<file path="config.mk">
export PLATFORM = sky130hd
export DESIGN_NAME = l1d_victim_select
export DESIGN_NICKNAME = d
export VERILOG_FILES = /design/src/source/l1d_pkg.sv /design/src/source/l1d_victim_select.sv
export VERILOG_INCLUDE_DIRS = /design/src /design/src/source
export SDC_FILE = /design/constraint.sdc
export NUM_CORES = 1
export LEC_CHECK = 0
export ABC_AREA = 1
export BUFFER_PORTS_ARGS = -buffer_cell sky130_fd_sc_hd__buf_2
export CAP_MARGIN = 30
export CORE_UTILIZATION = 30
export DETAILED_ROUTE_END_ITERATION = 16
export PLACE_DENSITY_LB_ADDON = 0.15
export SLEW_MARGIN = 20
export SYNTH_ARGS = -nofsm -noshare
export SYNTH_HDL_FRONTEND = slang
export SYNTH_SLANG_ARGS = --single-unit
</file>
<file path="constraint.sdc">
create_clock -name clk_i -period 1.1 [get_ports clk_i]
set_clock_uncertainty 0.15 [all_clocks]
set_input_delay 0.055 -clock clk_i [delete_from_list [all_inputs] [get_ports clk_i]]
set_output_delay 0.055 -clock clk_i [all_outputs]
set_load 0.005 [all_outputs]
</file>
<file path="src/source/l1d_config.svh">
`ifndef L1D_CONFIG_SVH
`define L1D_CONFIG_SVH

// Core and bus widths
`define L1D_ADDR_BITS       32
`define L1D_WORD_BITS       32
`define L1D_BLOCK_BITS      128

// Cache organisation
`define L1D_WAYS            4
`define L1D_SETS            16

// Address split: tag | set index | byte offset within block
`define L1D_OFFSET_BITS     $clog2(`L1D_BLOCK_BITS / 8)
`define L1D_INDEX_BITS      $clog2(`L1D_SETS)
`define L1D_TAG_BITS        (`L1D_ADDR_BITS - `L1D_INDEX_BITS - `L1D_OFFSET_BITS)
`define L1D_WAY_BITS        $clog2(`L1D_WAYS)

// Word select inside a block
`define L1D_WORD_SEL_BITS   $clog2(`L1D_BLOCK_BITS / `L1D_WORD_BITS)

`endif

</file>
<file path="src/source/l1d_pkg.sv">
`default_nettype none

`include "l1d_config.svh"

package l1d_pkg;

    typedef logic [`L1D_ADDR_BITS-1:0]  addr_t;
    typedef logic [`L1D_WORD_BITS-1:0]  word_t;
    typedef logic [`L1D_BLOCK_BITS-1:0] block_t;
    typedef logic [`L1D_TAG_BITS-1:0]   tag_t;
    typedef logic [`L1D_INDEX_BITS-1:0] set_idx_t;
    typedef logic [`L1D_WAY_BITS-1:0]   way_idx_t;
    typedef logic [`L1D_WAYS-1:0]       way_mask_t;

    typedef struct packed {
        addr_t addr;
        logic  write;
        word_t wdata;
    } core_req_t;

    // Bus addresses are always block aligned
    typedef struct packed {
        addr_t  addr;
        logic   write;
        block_t wdata;
    } mem_req_t;

    typedef enum logic [2:0] {
        IDLE,
        LOOKUP,
        WRITEBACK,
        FILL_REQ,
        FILL_WAIT,
        RESPOND
    } ctrl_state_e;

    function automatic tag_t addr_tag(addr_t a);
        return a[`L1D_ADDR_BITS-1 -: `L1D_TAG_BITS];
    endfunction

    function automatic set_idx_t addr_set(addr_t a);
        return a[`L1D_OFFSET_BITS +: `L1D_INDEX_BITS];
    endfunction

    function automatic logic [`L1D_WORD_SEL_BITS-1:0] addr_word(addr_t a);
        return a[`L1D_OFFSET_BITS-1 -: `L1D_WORD_SEL_BITS];
    endfunction

    function automatic addr_t block_addr(tag_t tag, set_idx_t set);
        return {tag, set, {`L1D_OFFSET_BITS{1'b0}}};
    endfunction

endpackage

`default_nettype wire

</file>
<file path="src/source/l1d_victim_select.sv">
`timescale 1ns/100ps
`default_nettype none

`include "l1d_config.svh"

module l1d_victim_select (
    input  wire                                 clk_i,
    input  wire                                 rstn_i,
    input  wire l1d_pkg::tag_t                  req_tag_i,
    input  wire l1d_pkg::tag_t [`L1D_WAYS-1:0]  tags_i,
    input  wire l1d_pkg::way_mask_t             valid_i,
    input  wire l1d_pkg::way_mask_t             dirty_i,
    input  wire                                 advance_i,
    output logic                                hit_o,
    output l1d_pkg::way_idx_t                   hit_way_o,
    output l1d_pkg::way_idx_t                   victim_way_o,
    output logic                                victim_dirty_o
);

    import l1d_pkg::*;

    way_mask_t hit_vec;
    way_idx_t  rr_ptr_q;
    way_idx_t  free_way;
    logic      has_free;

    always_comb begin
        hit_way_o = '0;
        free_way  = '0;
        has_free  = 1'b0;
        for (int w = 0; w < `L1D_WAYS; w++) begin
            hit_vec[w] = valid_i[w] && (tags_i[w] == req_tag_i);
            if (hit_vec[w]) begin
                hit_way_o = way_idx_t'(w);
            end
        end
        // Walk down so the lowest invalid way wins
        for (int w = `L1D_WAYS - 1; w >= 0; w--) begin
            if (!valid_i[w]) begin
                free_way = way_idx_t'(w);
                has_free = 1'b1;
            end
        end
    end

    assign hit_o          = |hit_vec;
    assign victim_way_o   = has_free ? free_way : rr_ptr_q;
    assign victim_dirty_o = valid_i[victim_way_o] && dirty_i[victim_way_o];

    // Pointer only moves when a fill is installed
    always_ff @(posedge clk_i) begin
        if (!rstn_i) begin
            rr_ptr_q <= '0;
        end else if (advance_i) begin
            rr_ptr_q <= rr_ptr_q + 1'b1;
        end
    end

    a_single_hit: assert property (@(posedge clk_i) disable iff (!rstn_i)
        $onehot0(hit_vec));

endmodule

`default_nettype wire

</file>
Word level (Yosys, flattened, before mapping). Index checks and enable logic that the tools add are counted.

$add $sub $neg: 1. $lt $le $gt $ge: 1. Eq/ne operators: 4. Mux-type cells: 16. Reductions and logical operators: 6.

Operators with widths (number): 24-bit == test (4); 2-bit two-way mux (7); 1-bit two-way mux (7); 1-bit logical AND (5); 1-bit binary-select mux with 2-bit select (2); 4-bit OR reduction (1); 2-bit by 3-bit less-than comparator with 1-bit output (second input constant) (1); 2-bit by 1-bit adder with 2-bit output (second input constant) (1).

Register bits: 2. Input bits: 131. Output and inout bits: 6. Logic and storage cells: 29.

Logic depth before layout (Yosys ltp).
Depth after elaboration: 8. Gate-level depth with buffers: 12.

Least setup slack after synthesis. No wires, ideal clock.

Kind: reg-to-output. Start: reg rr_ptr_q[1]. End: out victim_dirty_o. Arrival: 866 ps. Data required time: 895 ps. Path slack: 29 ps. Stages on the path, launching flop included: 6. Path through: dfxtp_1 o21bai_1 nand2_1 a21oi_1 nand2_1 a21oi_1.

Word-level cells in the longest chain between the ends: 4. Elaborated cells between the ends (all ways): 6. Classes of those cells: mux: 5; reduce/logical: 1.

RTL lines: start, declared (RTL line l1d_victim_select.sv:23) `way_idx_t rr_ptr_q;`; start signal, assigned (RTL line l1d_victim_select.sv:55) `rr_ptr_q <= rr_ptr_q + 1'b1;`; 2-bit two-way mux * (RTL line l1d_victim_select.sv:47) `assign victim_way_o = has_free ? free_way : rr_ptr_q;`; 1-bit binary-select mux with 2-bit select (RTL line l1d_victim_select.sv:48) `assign victim_dirty_o = valid_i[victim_way_o] && dirty_i[victim_way_o];`; 1-bit two-way mux (not written as such) (RTL line l1d_victim_select.sv:48); 1-bit logical AND * (RTL line l1d_victim_select.sv:48); end, declared (RTL line l1d_victim_select.sv:17) `output logic victim_dirty_o`.

Mark *: on every way between the ends. The rest lies on a longest branch, timed or not. The select of a mux whose other input is x is not followed.

Worst setup path in the final report. Ends and elaborated chain as after synthesis.

==> flow_summary.toml <==
[timing]
max_freq_mhz = 715.5
rsz0062_at_grt = "yes"
setup_viol = 5
post-route-min-period_ns = 1.398
slew_viol_final = 0
worst_pin_slew_ns = 0.2109
hold_viol = 0
setup_tns_ns = -0.7338
slew_headroom = 0.8588
fin_ws_ns = -0.2975
holdWs_ns = 0.2913
period_share = 1.270

[critical_path]
path_max_fanout = 3
slowest_delay_ns = 0.35
reg2reg_to = "rr_ptr_q[1]$_SDFFE_PN0P_"
slowest_stage = "dfxtp_2"
critPathArrivalTime_ns = 1.19
reg2reg_depth = 4
reg2reg_setup_slack_ns = 0.15
cp_num_buf_inv = 2
critical_path_class = "register to output port"
cp.required_ns = 0.89
worstReg2RegStart = "rr_ptr_q[0]$_SDFFE_PN0P_"
start_kind = "register"
cp_top_family = "flip-flops"
cp-end-kind = "output port"
path_cells = "o21bai_4 > inv_2 > nand2_1 > a21oi_1 > nand2_1 > a21oi_1 > buf_2"

[synth]
syn_inst = 404
ys_seq_area_frac = 0.02252
synth_top_area_share = 0.4117
synth_flop_cell = "dfxtp_1"
synth_area_um2 = 1778
syn_avg_cell_area_um2 = 4.401
synth_top_cell_by_area = "nand2_1"
synthTopCellsByArea = "nand2_1, inv_1, xnor2_1"
ys_seq_elements = 2
syn_nets = 535
synth_edf_count = 0
async_flop_share = 0
yosysUniqueCellTypes = 20
ys_warn_count = 0

[power_and_ir_drop]
clock_power_share = 0.195
pwr-share-seq = 0.058
p_int_mw = 0.8758
sw_frac_of_total = 0.4060
vdd_ir_drop_max_uv = 611.1
powerDensity_nw_per_um2 = 464.5
switching_power_mw = 0.5986
p_leak_nw = 1.902
combPwrFrac = 0.747

[drt]
ant_nets = 0
routed_via_density = 4.421
drt_pass1_iterations = 4
vias = 2772
drtIter0Drc = 78
wire_per_inst_um = 11.20
drt_wl_total_um = 7022
drc = 0

[clock_tree]
cts_root_buffer = "clkbuf_8"
clk_latency_ns = 0.21
path_clk_slew_ns = 0.03
cts-buffers-inserted = 3
cts_max_level = 1
cts_buffer_depth = 2
cts_tree = "yes"
clock-sinks = 2

[flow_run]
drv_cap = 0

[finish]
antenna_cells = 0
area_delta_synth_final_pct = 78.54
mostFrequentLayoutCell = "nand2_1"
finalInstanceArea_um2 = 3174
final_cell_mix = "nand2_1, buf_2, inv_1, nor2_1"
finish.utilization = 0.5660
largest_reg_flops = 2
largest_register = "rr_ptr_q"
nNetsFinal = 688
drive_above_1_share = 0.4288
nFillCells = 636
reg_top3 = "rr_ptr_q x2"

[placement]
gp_congestion = 0.8534
dpl.hpwl_um = 5987
portBuffers = 136
dp_slack_ns = -0.2780
postPlaceCellArea_um2 = 2614

[outcome]
violations = "negative setup slack"
status = "finished with violations"

[die]
rows = 27
die-height_um = 78.99
die_w_um = 78.99
die-area_um2 = 6239
start_util = 0.3170
coreArea_um2 = 5608
io_pins = 137

[hold_path]
min_from = "valid_i[0]"
min_to = "victim_way_o[0]"
hold_class = "input pin to output port"
min_path_cells = 4

[grt]
gr-usage-all-layers = 0.2172
gr-total-overflow = 0
grt_max_degree = 9
grt_pass1_vias = 2566
antenna_found_initial = 0
grt_first_pass_wirelength_um = 10800
## kinds of logic after synthesis
group / count (synthesis) / synth area share
and+or+nand+nor: 255 / 0.5503
buffers and inverters: 85 / 0.1809
xor gates and xnor gates: 30 / 0.1478
DFF: 2 / 0.02252
AOI/OAI and AO/OA: 32 / 0.09852
## synthesized netlist by cell type, drive strengths merged (2+ instances only)
cell / n
nand2: 195
inv: 83
nor2: 52
xnor2: 26
o21ai: 21
a21oi: 5
nand3: 5
xor2: 4
o211ai: 3
a21boi: 2
buf: 2
dfxtp: 2
or2: 2
## stage by stage
step | instances | power, mW
global placement | 620 | 0.9548
CTS | 627 | 1.390
detailed placement | 620 | 0.9577
global route | 627 | 1.611
floorplan | 404 | 0.5176
finish | 627 | 1.474
## metal layers
metal | up-vias | GRT usage | share of wire
li1 | 1488 | - | -
met3 | 6 | 0.02414 | 0.065
met1 | 1172 | 0.2764 | 0.44
met5 | - | 0 | 0
met4 | 0 | 0.03091 | 0.0097
met2 | 106 | 0.3966 | 0.49
## tightest hold or removal path: stages
cell	delay, ns
buf_2	0.11
nand2_2	0.06
inv_2	0.07
buf_6	0.09
## layout make-up
| class | instances | area, µm² | share of cell area |
|---|---|---|---|
| multi-input cells | 317 | 1607 | 0.5061 |
| repair buffers | 150 | 1045 | 0.3291 |
| inverters | 83 | 349.1 | 0.1100 |
| well taps | 72 | 90.09 | 0.02838 |
| flip-flops and latches | 2 | 42.54 | 0.01340 |
| clock buffers | 3 | 41.29 | 0.01301 |
## worst max path at each step
stage / startpoint / to / slack [ns] / cells past startpoint
floorplan: rr_ptr_q[1]$_SDFFE_PN0P_ / victim_dirty_o / 0.03 / 5
global placement: req_tag_i[5] / hit_o / -0.32 / 12
finish: rr_ptr_q[1]$_SDFFE_PN0P_ / victim_dirty_o / -0.30 / 7
global route: rr_ptr_q[1]$_SDFFE_PN0P_ / victim_dirty_o / -0.33 / 7
detailed placement: req_tag_i[5] / hit_o / -0.28 / 12
CTS: rr_ptr_q[1]$_SDFFE_PN0P_ / victim_dirty_o / -0.30 / 7
## power by group through the flow
stage,sequential (mW),combinational (mW),clock [mW]
4_1_cts,0.0833,1.01,0.296
6_report,0.0852,1.10,0.287
3_5_place_dp,0.0820,0.876,0
2_1_floorplan,0.0823,0.435,0
5_1_grt,0.0857,1.23,0.299
3_3_place_gp,0.0822,0.873,0
## repair_timing
action | in CTS | in global routing
pin swaps | 49 | 55
buffers inserted | 2 | 0
endpoints found under the setup margin | 6 | 6
resized for setup | 105 | 63
hold endpoints to repair | 2 | 0
hold buffers | 2 | 0
Note: power is estimated with default switching activity, not from simulation.
