File: src/source/l1d_config.svh
`ifndef L1D_CONFIG_SVH
`define L1D_CONFIG_SVH

// Core and bus widths
`define L1D_ADDR_BITS       32
`define L1D_WORD_BITS       32
`define L1D_BLOCK_BITS      128

// Cache organisation
`define L1D_WAYS            4
`define L1D_SETS            16

// Address split: tag | set index | byte offset within block
`define L1D_OFFSET_BITS     $clog2(`L1D_BLOCK_BITS / 8)
`define L1D_INDEX_BITS      $clog2(`L1D_SETS)
`define L1D_TAG_BITS        (`L1D_ADDR_BITS - `L1D_INDEX_BITS - `L1D_OFFSET_BITS)
`define L1D_WAY_BITS        $clog2(`L1D_WAYS)

// Word select inside a block
`define L1D_WORD_SEL_BITS   $clog2(`L1D_BLOCK_BITS / `L1D_WORD_BITS)

`endif

File: src/source/l1d_pkg.sv
`default_nettype none

`include "l1d_config.svh"

package l1d_pkg;

    typedef logic [`L1D_ADDR_BITS-1:0]  addr_t;
    typedef logic [`L1D_WORD_BITS-1:0]  word_t;
    typedef logic [`L1D_BLOCK_BITS-1:0] block_t;
    typedef logic [`L1D_TAG_BITS-1:0]   tag_t;
    typedef logic [`L1D_INDEX_BITS-1:0] set_idx_t;
    typedef logic [`L1D_WAY_BITS-1:0]   way_idx_t;
    typedef logic [`L1D_WAYS-1:0]       way_mask_t;

    typedef struct packed {
        addr_t addr;
        logic  write;
        word_t wdata;
    } core_req_t;

    // Bus addresses are always block aligned
    typedef struct packed {
        addr_t  addr;
        logic   write;
        block_t wdata;
    } mem_req_t;

    typedef enum logic [2:0] {
        IDLE,
        LOOKUP,
        WRITEBACK,
        FILL_REQ,
        FILL_WAIT,
        RESPOND
    } ctrl_state_e;

    function automatic tag_t addr_tag(addr_t a);
        return a[`L1D_ADDR_BITS-1 -: `L1D_TAG_BITS];
    endfunction

    function automatic set_idx_t addr_set(addr_t a);
        return a[`L1D_OFFSET_BITS +: `L1D_INDEX_BITS];
    endfunction

    function automatic logic [`L1D_WORD_SEL_BITS-1:0] addr_word(addr_t a);
        return a[`L1D_OFFSET_BITS-1 -: `L1D_WORD_SEL_BITS];
    endfunction

    function automatic addr_t block_addr(tag_t tag, set_idx_t set);
        return {tag, set, {`L1D_OFFSET_BITS{1'b0}}};
    endfunction

endpackage

`default_nettype wire

File: src/source/l1d_ctrl.sv
`timescale 1ns/100ps
`default_nettype none

`include "l1d_config.svh"

module l1d_ctrl (
    input  wire                                   clk_i,
    input  wire                                   rstn_i,
    input  wire                                   core_req_valid_i,
    input  wire l1d_pkg::core_req_t               core_req_i,
    output logic                                  core_req_ready_o,
    output logic                                  core_rsp_valid_o,
    output l1d_pkg::word_t                        core_rsp_data_o,
    input  wire                                   core_rsp_ready_i,
    output logic                                  mem_req_valid_o,
    output l1d_pkg::mem_req_t                     mem_req_o,
    input  wire                                   mem_req_ready_i,
    input  wire                                   mem_rsp_valid_i,
    input  wire l1d_pkg::block_t                  mem_rsp_data_i,
    output logic                                  mem_rsp_ready_o,
    output l1d_pkg::set_idx_t                     set_o,
    output l1d_pkg::tag_t                         req_tag_o,
    input  wire l1d_pkg::tag_t   [`L1D_WAYS-1:0]  tags_i,
    input  wire l1d_pkg::block_t [`L1D_WAYS-1:0]  blocks_i,
    input  wire                                   hit_i,
    input  wire l1d_pkg::way_idx_t                hit_way_i,
    input  wire l1d_pkg::way_idx_t                victim_way_i,
    input  wire                                   victim_dirty_i,
    output logic                                  victim_advance_o,
    output logic                                  wr_en_o,
    output l1d_pkg::set_idx_t                     wr_set_o,
    output l1d_pkg::way_idx_t                     wr_way_o,
    output l1d_pkg::tag_t                         wr_tag_o,
    output l1d_pkg::block_t                       wr_block_o,
    output logic                                  wr_valid_o,
    output logic                                  wr_dirty_o
);

    import l1d_pkg::*;

    ctrl_state_e state_q;
    ctrl_state_e state_d;
    core_req_t   req_q;
    mem_req_t    mem_req_q;
    mem_req_t    fill_req;
    way_idx_t    victim_q;
    word_t       rsp_data_q;
    block_t      merged_block;
    tag_t        req_tag;
    set_idx_t    req_set;
    logic        req_fire;
    logic        mem_req_fire;
    logic        mem_rsp_fire;
    logic        rsp_fire;

    assign req_tag   = addr_tag(req_q.addr);
    assign req_set   = addr_set(req_q.addr);
    assign set_o     = req_set;
    assign req_tag_o = req_tag;

    assign core_req_ready_o = (state_q == IDLE);
    assign core_rsp_valid_o = (state_q == RESPOND);
    assign core_rsp_data_o  = rsp_data_q;
    assign mem_req_valid_o  = (state_q == WRITEBACK) || (state_q == FILL_REQ);
    assign mem_req_o        = mem_req_q;
    assign mem_rsp_ready_o  = (state_q == FILL_WAIT);

    assign req_fire     = core_req_valid_i && core_req_ready_o;
    assign rsp_fire     = core_rsp_valid_o && core_rsp_ready_i;
    assign mem_req_fire = mem_req_valid_o && mem_req_ready_i;
    assign mem_rsp_fire = mem_rsp_valid_i && mem_rsp_ready_o;

    assign victim_advance_o = mem_rsp_fire;
    assign fill_req = '{addr: block_addr(req_tag, req_set), write: 1'b0, wdata: '0};

    always_comb begin
        merged_block = blocks_i[hit_way_i];
        merged_block[addr_word(req_q.addr) * `L1D_WORD_BITS +: `L1D_WORD_BITS] = req_q.wdata;
    end

    // Write hits dirty the hit way, fills install the victim way clean
    always_comb begin
        wr_en_o    = 1'b0;
        wr_way_o   = hit_way_i;
        wr_block_o = merged_block;
        wr_dirty_o = 1'b1;
        if (state_q == LOOKUP && hit_i && req_q.write) begin
            wr_en_o = 1'b1;
        end else if (mem_rsp_fire) begin
            wr_en_o    = 1'b1;
            wr_way_o   = victim_q;
            wr_block_o = mem_rsp_data_i;
            wr_dirty_o = 1'b0;
        end
    end

    assign wr_set_o   = req_set;
    assign wr_tag_o   = req_tag;
    assign wr_valid_o = 1'b1;

    always_comb begin
        state_d = state_q;
        case (state_q)
            IDLE:      if (req_fire) state_d = LOOKUP;
            LOOKUP: begin
                if (hit_i) begin
                    state_d = req_q.write ? IDLE : RESPOND;
                end else begin
                    state_d = victim_dirty_i ? WRITEBACK : FILL_REQ;
                end
            end
            WRITEBACK: if (mem_req_fire) state_d = FILL_REQ;
            FILL_REQ:  if (mem_req_fire) state_d = FILL_WAIT;
            FILL_WAIT: if (mem_rsp_fire) state_d = LOOKUP;
            RESPOND:   if (rsp_fire) state_d = IDLE;
            default:   state_d = IDLE;
        endcase
    end

    always_ff @(posedge clk_i) begin
        if (!rstn_i) begin
            state_q <= IDLE;
        end else begin
            state_q <= state_d;
        end
    end

    always_ff @(posedge clk_i) begin
        if (req_fire) begin
            req_q <= core_req_i;
        end
        if (state_q == LOOKUP) begin
            if (hit_i) begin
                rsp_data_q <= blocks_i[hit_way_i][addr_word(req_q.addr) * `L1D_WORD_BITS
                                                  +: `L1D_WORD_BITS];
            end else begin
                victim_q <= victim_way_i;
                // Dirty victim goes out first, the fill follows
                if (victim_dirty_i) begin
                    mem_req_q <= '{addr:  block_addr(tags_i[victim_way_i], req_set),
                                   write: 1'b1,
                                   wdata: blocks_i[victim_way_i]};
                end else begin
                    mem_req_q <= fill_req;
                end
            end
        end
        if (state_q == WRITEBACK && mem_req_fire) begin
            mem_req_q <= fill_req;
        end
    end

    a_mem_req_hold: assert property (@(posedge clk_i) disable iff (!rstn_i)
        mem_req_valid_o && !mem_req_ready_i |=> mem_req_valid_o && $stable(mem_req_o));

    a_core_rsp_hold: assert property (@(posedge clk_i) disable iff (!rstn_i)
        core_rsp_valid_o && !core_rsp_ready_i |=> core_rsp_valid_o && $stable(core_rsp_data_o));

endmodule

`default_nettype wire

File: config.mk
export PLATFORM = sky130hd
export DESIGN_NAME = l1d_ctrl
export DESIGN_NICKNAME = d
export VERILOG_FILES = /design/src/source/l1d_pkg.sv /design/src/source/l1d_ctrl.sv
export VERILOG_INCLUDE_DIRS = /design/src /design/src/source
export SDC_FILE = /design/constraint.sdc
export NUM_CORES = 1
export LEC_CHECK = 0
export BUFFER_PORTS_ARGS = -buffer_cell sky130_fd_sc_hd__clkbuf_2
export CORE_AREA = 2 2 474 476
export CTS_CLUSTER_SIZE = 20
export DETAILED_ROUTE_END_ITERATION = 8
export DIE_AREA = 0 0 476 478
export PLACE_DENSITY_LB_ADDON = 0.05
export SYNTH_ARGS = -nofsm -noshare
export SYNTH_HDL_FRONTEND = slang
export SYNTH_SLANG_ARGS = --single-unit
File: constraint.sdc
create_clock -name clk_i -period 2.6 [get_ports clk_i]
set_clock_uncertainty 0.05 [all_clocks]
set_input_delay 0.39 -clock clk_i [delete_from_list [all_inputs] [get_ports clk_i]]
set_output_delay 0.39 -clock clk_i [all_outputs]
set_load 0.02 [all_outputs]
* Word level (Yosys, flattened, before mapping)
Index checks and enable logic that the tools add are counted.
** Cells by class
- Reduce and logical (&&, ||, !) cells :: 14
- Shift-type cells :: 3
- Add/subtract/negate cells :: 1
- Equal/unequal tests :: 11
- Mux-type cells :: 28
- Bitwise logic cells :: 1
- Order comparisons :: 2
** Operator list (number)
- 161-bit 2-to-1 mux :: 4
- 128-bit binary-select mux with 2-bit select :: 2
- 128-bit 2-to-1 mux :: 4
- 128-bit bitwise mux :: 1
- 32-bit by 34-bit variable shift with 128-bit output, first input constant :: 1
- 128-bit by 8-bit variable part select with 32-bit output :: 1
- 32-bit by 34-bit variable part select with 128-bit output :: 1
- 24-bit binary-select mux with 2-bit select :: 1
- 7-bit negation with 34-bit output :: 1
- 24-bit 2-to-1 mux :: 1
- 3-bit 2-to-1 mux :: 7
- 3-bit one-hot mux with 6 select lines :: 1
- 2-bit by 1-bit inequality test with 1-bit output, second input constant :: 4
- 1-bit logical AND :: 7
- 3-bit by 2-bit equality test with 1-bit output, second input constant :: 2
- 3-bit equality test, second input constant :: 2
- 2-bit by 3-bit less-than comparator with 1-bit output, second input constant :: 2
- 2-bit AND reduction :: 3
- 1-bit 2-to-1 mux :: 5
- 5-bit AND reduction :: 1
- 2-bit 2-to-1 mux :: 2
- 2-bit inequality test, second input constant :: 2
- 3-bit by 1-bit equality test with 1-bit output, second input constant :: 1
- 3-bit zero test :: 1
- 3 further kinds :: 3
** Word-level totals
- Flip-flop bits (word level) :: 263
- Output and inout port bits :: 387
- Input bits :: 813
- Word-level logic and storage cells :: 70

* Longest topological paths before layout
Gate-level depths: netlist of run 1.
- Depth in word-level cells :: 6
- Mapped depth :: 9
- Depth with buffers taken out :: 6

* Worst setup path before layout of run 1
No wires, ideal clock.
- Kind :: register to register
- Start :: register state_q[1]
- End :: register req_q[0] (netlist name) (enable)
- Slack :: -469 ps
- Data arrival time :: 2591 ps
- Buffers on the path :: 1
- Setup time :: 427 ps
- Period minus slack after synthesis :: 3069 ps
- Stages on the path, launching flop included :: 4
- Data required time :: 2123 ps
- Cell sequence :: dfxtp_1 buf_2 nor3_1 and2_1
** Between the ends
- Longest elaborated chain between the ends :: 2
** Ends and longest elaborated chain
- start, declared :: RTL line l1d_ctrl.sv:41 : ctrl_state_e state_q;
- start signal, assigned :: RTL line l1d_ctrl.sv:124 : state_q <= state_d;
- 3-bit zero test :: RTL line l1d_ctrl.sv:61 : assign core_req_ready_o = (state_q == IDLE);
- via core_req_ready_o :: RTL line l1d_ctrl.sv:11 : output logic core_req_ready_o,
- 1-bit logical AND :: RTL line l1d_ctrl.sv:68 : assign req_fire = core_req_valid_i && core_req_ready_o;
- via req_fire :: RTL line l1d_ctrl.sv:51 : logic req_fire;
- end signal, assigned :: RTL line l1d_ctrl.sv:130 : req_q <= core_req_i;
- end, declared :: RTL line l1d_ctrl.sv:43 : core_req_t req_q;
The timed path passes the listed nets, and every way through them passes these cells.
A chain may end at the register's enable or synchronous reset.

* Final worst setup path of run 1
- Start :: register req_q[35] (netlist name)
- End :: output wr_block_o[113]
** Between the ends
- Longest elaborated chain between the ends :: 5
- Elaborated cells between the ends (all ways) :: 6
- Classes of those cells :: add/sub: 1; shift: 2; mux: 3
** Ends and longest elaborated chain
- 7-bit negation with 34-bit output * :: RTL line l1d_ctrl.sv:78 : merged_block[addr_word(req_q.addr) * `L1D_WORD_BITS +: `L1D_WORD_BITS] = req_q.wdata;
- 32-bit by 34-bit variable part select with 128-bit output / 32-bit by 34-bit variable shift with 128-bit output (equally long branches) :: RTL line l1d_ctrl.sv:78
- 128-bit bitwise mux * :: RTL line l1d_ctrl.sv:78
- 128-bit 2-to-1 mux :: RTL line l1d_ctrl.sv:89 : end else if (mem_rsp_fire) begin
- 128-bit 2-to-1 mux * :: RTL line l1d_ctrl.sv:87 : if (state_q == LOOKUP && hit_i && req_q.write) begin
- end, declared :: RTL line l1d_ctrl.sv:34 : output l1d_pkg::block_t wr_block_o,
Every way passes the cells marked *; elsewhere a longest branch is shown, timed or not.

==> impl_results.md, run 1 <==
- IO buf count: approximately 1200
- Max FO, Critical Path: 7
- Yosys cell types: between 40 and 50
- Type of the worst setup path: flip-flop to primary output
- Final min period: 3.272 ns
- H-tree levels: 2
- Final ANT Viol Nets: 0
- Initial core utilization: 8.534%
- Synthesized flop and latch total: around 260
- Post-Syn Area: approximately 19000 sq um
- Chip width: about 480 microns
- Syn. warnings: 0
- Final hold vios: 0
- Met2 Resource Use GR: 33.82%
- CP dominant cell by count: buf_12
- Register area share after synthesis: between 30% and 40%
- Iter 0 DRT Violations: 1002
- Number of buffers created by CTS: between 40 and 50
- Req. time, crit path: roughly 2.2 ns
- Worst-Skew Late Latency: about 0.66 ns
- Internal Power: roughly 13000 uW
- Die Ht: about 480 microns
- Met1 Use GR: between 20% and 30%
- # rows: around 170
- MaxCap Viol Count: 0
- Gr busiest metal: met2
- Root Buffer Master: clkbuf_16
- Setup crit start kind: flip-flop
- 1st-pass router iterations: 4
- Tot GR Track Use: a little under a fifth
- CP endpoint kind: primary output
- Layout Nets: a little under 4000
- Fin worst setup slack: -0.6720 ns
- Power share of the combinational group: 45.7%
- Hold Slack: between 0.1 and 0.15 ns
- Worst slew pin tran: around 1 ns
- P per Cell Area: ~620 nW/um^2
- Slew Viols, Final: 0
- Layout cell share with drive strength beyond 1: a little over two thirds
- First-pass GRT wire length: approximately 270 mm
- Main synth FF type: dfxtp_1
- Core box area: around 220000 sq um
- Drt drc: 0
- Status: complete, but fails checks
- Worst min-delay path category: input port to flip-flop
- Drt via density: 3.606
- Syn avg cell area: 11.65 sq um
- Synth area leader: mux4_2
- Fin crit share: 125.8%
- Initial antenna violation count: between 80 and 90
- Clock power frac: about 29%
- Final setup violation count: 128
- EDFF count, synth: approximately 130
- Max-slew headroom: about 34%
- CP Data Arrival Time: ~2.8 ns
- RSZ-0062 raised after global routing: yes
- Cell area after layout: 37540 sq um
- Worst-path clk slew: around 0.06 ns
- Worst slack at placement: -0.5062 ns
- CTS Buffer Depth: 3
- Vias in the first global route: between 20000 and 25000
- CP peak stage delay: just under 0.4 ns
- Violated checks: setup timing
- Largest net degree at the start of global routing: 60
- DP Wirelength: 182.4 mm
- GPL Wtd Cong: 0.8302
- Remaining global-route overflow: 0
- Leak: around 0.015 uW
- WL per Instance: 35.00 microns
- Area delta synth->final: 97.11%
- TritonCTS clock tree: built
- Slowest cell on the critical path: edfxtp_1
- Sw Pwr: 9731 uW
- Async set or reset register ratio after synthesis: 0%
- Mapped Cells: ~1600
- # IOs: 1200
- Met3 global-route usage: about 5.6%
- Top cells by area, synth: mux4_2 (33%), edfxtp_1 (20%), dfxtp_1 (14%)
- Routed WL: 215.8 mm
- CP cell instances: inv_2, ha_4, buf_6, nor4b_4, buf_4, buf_12, buf_12, buf_8, a221oi_2, nor2_1, clkbuf_16
- Achievable frequency: between 300 and 400 MHz
- Via count: about 22000
- DP Area: approximately 31000 sq um
- # clock sinks: 257
- Top-area cell type share of the netlist area: between 30% and 40%
- Die area: around 230000 sq um
- Util after Layout: roughly 17%
- Sequential Power Share: roughly 26%
- Sw Share: between 40% and 50%
- Peak VDD IR: ~0.47 mV
[state kept, by name (all words and copies together), names as in the netlist]
register and count:
req_tag_o 24, state_q 3, victim_q 2, set_o 4
core_rsp_data_o 32, req_q 35, mem_req_o 157
[power by group through the flow]
stage / clock [uW] / combinational, uW / sequential [uW]
2_1_floorplan: 0 / 3270 / 6520
3_3_place_gp: 0 / 9760 / 5950
3_5_place_dp: 0 / 9730 / 5930
4_1_cts: 7030 / 10400 / 5900
5_1_grt: 7060 / 11200 / 6020
6_report: 6640 / 10600 / 5920
[layer usage]
| metal | part of all wire, % | vias up |
|---|---|---|
| met5 | 0.16 | - |
| met4 | 1.5 | 50 |
| met3 | 7.7 | 205 |
| met2 | 52 | 1063 |
| met1 | 38 | 11360 |
| li1 | - | 9562 |
[cell usage in the layout (no fill, tap or decap), types with 7 or more instances in the layout]
cell              n
edfxtp_1        125
buf_8            29
dfxtp_1         130
nor2_4           55
buf_4           280
a21oi_1          27
a22o_1           23
nand2_1          86
diode_2          25
clkinv_2          7
clkbuf_8         31
clkbuf_1         11
a221oi_4         83
dlygate4sd3_1    65
nor2_2           33
clkbuf_2       1056
a22oi_1         169
nor2_1          281
buf_6            86
buf_12          106
a221oi_2         42
clkbuf_16        59
mux4_2          280
[logic make-up after synthesis]
group	Yosys count	synth area share, %
adders and majority gates	5	0.3285
buffers and inverters	248	7.812
other	2	0.03943
and+or+nand+nor	487	10.23
AOI/OAI and AO/OA	355	14.84
muxes	281	33.16
DFF	257	33.59
[worst max-delay path, delay by kind of cell (launching register included)]
family | cells | cell delay (ns)
compound gates | 1 | 0.05
fa+ha+maj | 1 | 0.24
buf+inv | 7 | 1.04
flops | 1 | 0.39
simple gates | 2 | 0.43
[metrics by stage]
step,std cells,TNS (ns),power [uW]
6_report,6167,-62.16,23150
5_1_grt,6150,-79.83,24320
4_1_cts,6107,-80.37,23350
3_5_place_dp,5949,-21.83,15660
3_3_place_gp,5949,-22.29,15710
2_1_floorplan,1638,0,9793
[layout make-up]
type                            count  area, sq um
Fill cell                       25080       185600
Multi-Input combinational cell   1133        13510
Timing Repair Buffer             1663        12200
Sequential cell                   257         6399
Tap cell                         2992         3744
Clock buffer                       67         1375
Clock inverter                     18        155.1
Inverter                           10        71.32
Antenna cell                       25        62.56
Timing Repair inverter              2        22.52
[what timing repair did]
| action | 4_1_cts | 5_1_grt |
|---|---|---|
| hold buffers | 65 | 0 |
| gates cloned | 4 | 7 |
| setup endpoints to repair | 133 | 138 |
| gates resized for setup | 361 | 375 |
| setup buffers | 28 | 65 |
| endpoints found under the hold margin | 66 | 0 |
| pin swaps | 118 | 150 |
[worst paths after layout]
kind                          startpoint                           end  slack, ns  depth (start not counted)
max reg2reg          req_q[36]$_DFFE_PP_  core_rsp_data_o[3]$_DFFE_PN_       0.16                          8
min reg2reg  mem_req_o[128]$_SDFFE_PP0P_   mem_req_o[128]$_SDFFE_PP0P_       0.43                          1
max                  req_q[35]$_DFFE_PP_               wr_block_o[113]      -0.67                         11
min                      mem_req_ready_i       state_q[1]$_SDFFE_PN0P_       0.12                          3
[Yosys cell counts (4+ instances only)]
| master | count |
|---|---|
| a221oi_1 | 121 |
| a21oi_1 | 27 |
| a22o_1 | 23 |
| edfxtp_1 | 125 |
| nand2_1 | 89 |
| ha_1 | 5 |
| buf_6 | 28 |
| a221oi_2 | 7 |
| nor2b_1 | 5 |
| buf_1 | 7 |
| a22oi_1 | 169 |
| mux4_2 | 280 |
| and2_1 | 6 |
| buf_2 | 64 |
| clkbuf_1 | 68 |
| nor3_1 | 4 |
| dfxtp_1 | 132 |
| inv_2 | 4 |
| buf_4 | 71 |
| nor2_1 | 368 |
| inv_1 | 5 |
Note: power is estimated with default switching activity, not from simulation.
==> inputs of run 2 (changes only) <==
CELL_PAD_IN_SITES_DETAIL_PLACEMENT = 0   (was default)
CELL_PAD_IN_SITES_GLOBAL_PLACEMENT = 1   (was default)
CORE_AREA = 2 2 466 468   (was 2 2 474 476)
DIE_AREA = 0 0 468 470   (was 0 0 476 478)
==> impl_results.md, run 2 (synthesis results as in run 1) <==
- Gr busiest metal: met2
- Initial antenna violation count: between 80 and 90
- Final min period: around 3.2 ns
- Met3 global-route usage: about 5.7%
- CP cell instances: inv_2, ha_4, buf_12, nor4b_4, buf_6, buf_12, buf_6, a221oi_4, nor2_4, buf_8
- Post-Place Cells: 5807
- Worst-path clk slew: around 0.060 ns
- Max FFs per register: 157
- RSZ-0062 raised after global routing: yes
- Leak: approximately 0.015 uW
- GPL Wtd Cong: 0.8978
- CP peak stage delay: 0.42 ns
- Critical path buffer and inverter count: 6
- CTS Buffer Depth: 3
- Slew Viols, Final: 0
- DP Area: about 31000 sq um
- Iter 0 DRT Violations: roughly 1200
- TritonCTS clock tree: built
- R2r setup slk: 0.12 ns
- Drt drc: 0
- Power Total: about 23000 uW
- 1st-pass router iterations: 5
- Via count: 22490
- Layout cell share with drive strength beyond 1: 69.32%
- Slowest cell on the critical path: edfxtp_1
- Layout Nets: slightly below 4000
- # IOs: 1200
- # rows: 171
- CP Data Arrival Time: between 2 and 3 ns
- Vias in the first global route: between 20000 and 25000
- Final ANT Viol Nets: 0
- Tot GR Track Use: between 10% and 20%
- Drt via density: between 3 and 4
- Commonest non-fill, non-tap cell in the layout: clkbuf_2
- Remaining global-route overflow: 0
- Cell area after layout: around 37000 sq um
- Final hold vios: 0
- Violated checks: setup timing
- Status: complete, but fails checks
- First-pass GRT wire length: approximately 260 mm
- Core box area: between 200000 and 250000 sq um
- Final setup TNS: -60.75 ns
- Die Ht: roughly 470 microns
- Max-slew headroom: between 30% and 40%
- Achievable frequency: 309.8 MHz
- WL per Instance: 34.72 microns
- Met2 Resource Use GR: roughly 33%
- Non-Filler Instances: about 6100
- Met1 Use GR: around a fifth
- Die area: roughly 220000 sq um
- Max FO, Critical Path: 5
- P per Cell Area: 615.0 nW/um^2
- Chip width: about 470 microns
- Fin worst setup slack: -0.6277 ns
- IO buf count: about 1200
- H-tree levels: 2
- # clock sinks: around 260
- Worst slew pin tran: approximately 0.98 ns
- Final setup violation count: between 100 and 150
- Number of buffers created by CTS: 48
- Fin crit share: 124.1%
- Delay-heaviest family, CP: buffers and inverters
- Largest net degree at the start of global routing: 68
- MaxCap Viol Count: 0
- Worst min-delay path category: input port to flip-flop
- Routed WL: ~210 mm
- Req. time, crit path: 2.16 ns
- Worst-Skew Late Latency: about 0.65 ns
- Type of the worst setup path: flip-flop to primary output
- Root Buffer Master: clkbuf_16
- Setup crit start kind: flip-flop
- Initial core utilization: under 10%
- Worst slack at placement: -0.6463 ns
- Most frequent cells in the layout: clkbuf_2 (1057), buf_4 (322), nor2_1 (294)
- Area delta synth->final: 95.86%
- Peak VDD IR: roughly 0.47 mV
- CP endpoint kind: primary output
- DP Wirelength: about 180 mm
run 2: per-layer routing:
layer | part of all wire, % | up-vias
met2 | 51 | 1092
met5 | 0.21 | -
met4 | 2.7 | 68
met1 | 38 | 11500
li1 | - | 9595
met3 | 7.7 | 240
run 2: worst paths after layout:
| kind | start | to | depth (start not counted) |
|---|---|---|---|
| max reg2reg | req_q[35]$_DFFE_PP_ | core_rsp_data_o[21]$_DFFE_PN_ | 7 |
| max | req_q[35]$_DFFE_PP_ | wr_block_o[107] | 10 |
| min | victim_way_i[1] | victim_q[1]$_DFFE_PP_ | 1 |
| min reg2reg | mem_req_o[128]$_SDFFE_PP0P_ | mem_req_o[128]$_SDFFE_PP0P_ | 1 |
run 2: worst register-to-register path: cells and delay by family, from the launching register on:
| kind | cells | cell delay, ns |
|---|---|---|
| flops | 1 | 0.42 |
| simple gates | 2 | 0.82 |
| buf+inv | 4 | 0.90 |
| compound gates | 1 | 0.17 |
run 2: where the power goes:
group,switching (uW),leakage (uW),internal (uW)
Clock,2830,0.000741,3770
Sequential,720,0.00227,5180
Combinational,6150,0.0124,4290
run 2: area by class of cell:
type	count	area, sq um
fill	24270	178400
multi-input combinational	1133	13540
timing repair buffer	1678	12140
sequential	257	6399
tap	2854	3571
clock buffer	68	1338
clock inverter	22	171.4
antenna	32	80.08
inverter	10	65.06
run 2: repair_timing:
| action | in CTS | in global routing |
|---|---|---|
| hold endpoints to repair | 67 | 0 |
| setup endpoints to repair | 132 | 131 |
| resized for setup | 310 | 409 |
| pin swaps | 93 | 164 |
| hold buffers | 66 | 0 |
| buffers inserted | 24 | 81 |
| cloned | 4 | 11 |
run 2: per-stage QoR:
stage                     utilization (%)  hold WS (ns)
after detailed placement            14.37        0.3966
after floorplan                         -        0.4389
after global placement              14.37        0.3906
after global routing                17.28       0.06032
after CTS                           16.16       0.04491
final                               17.30        0.1043
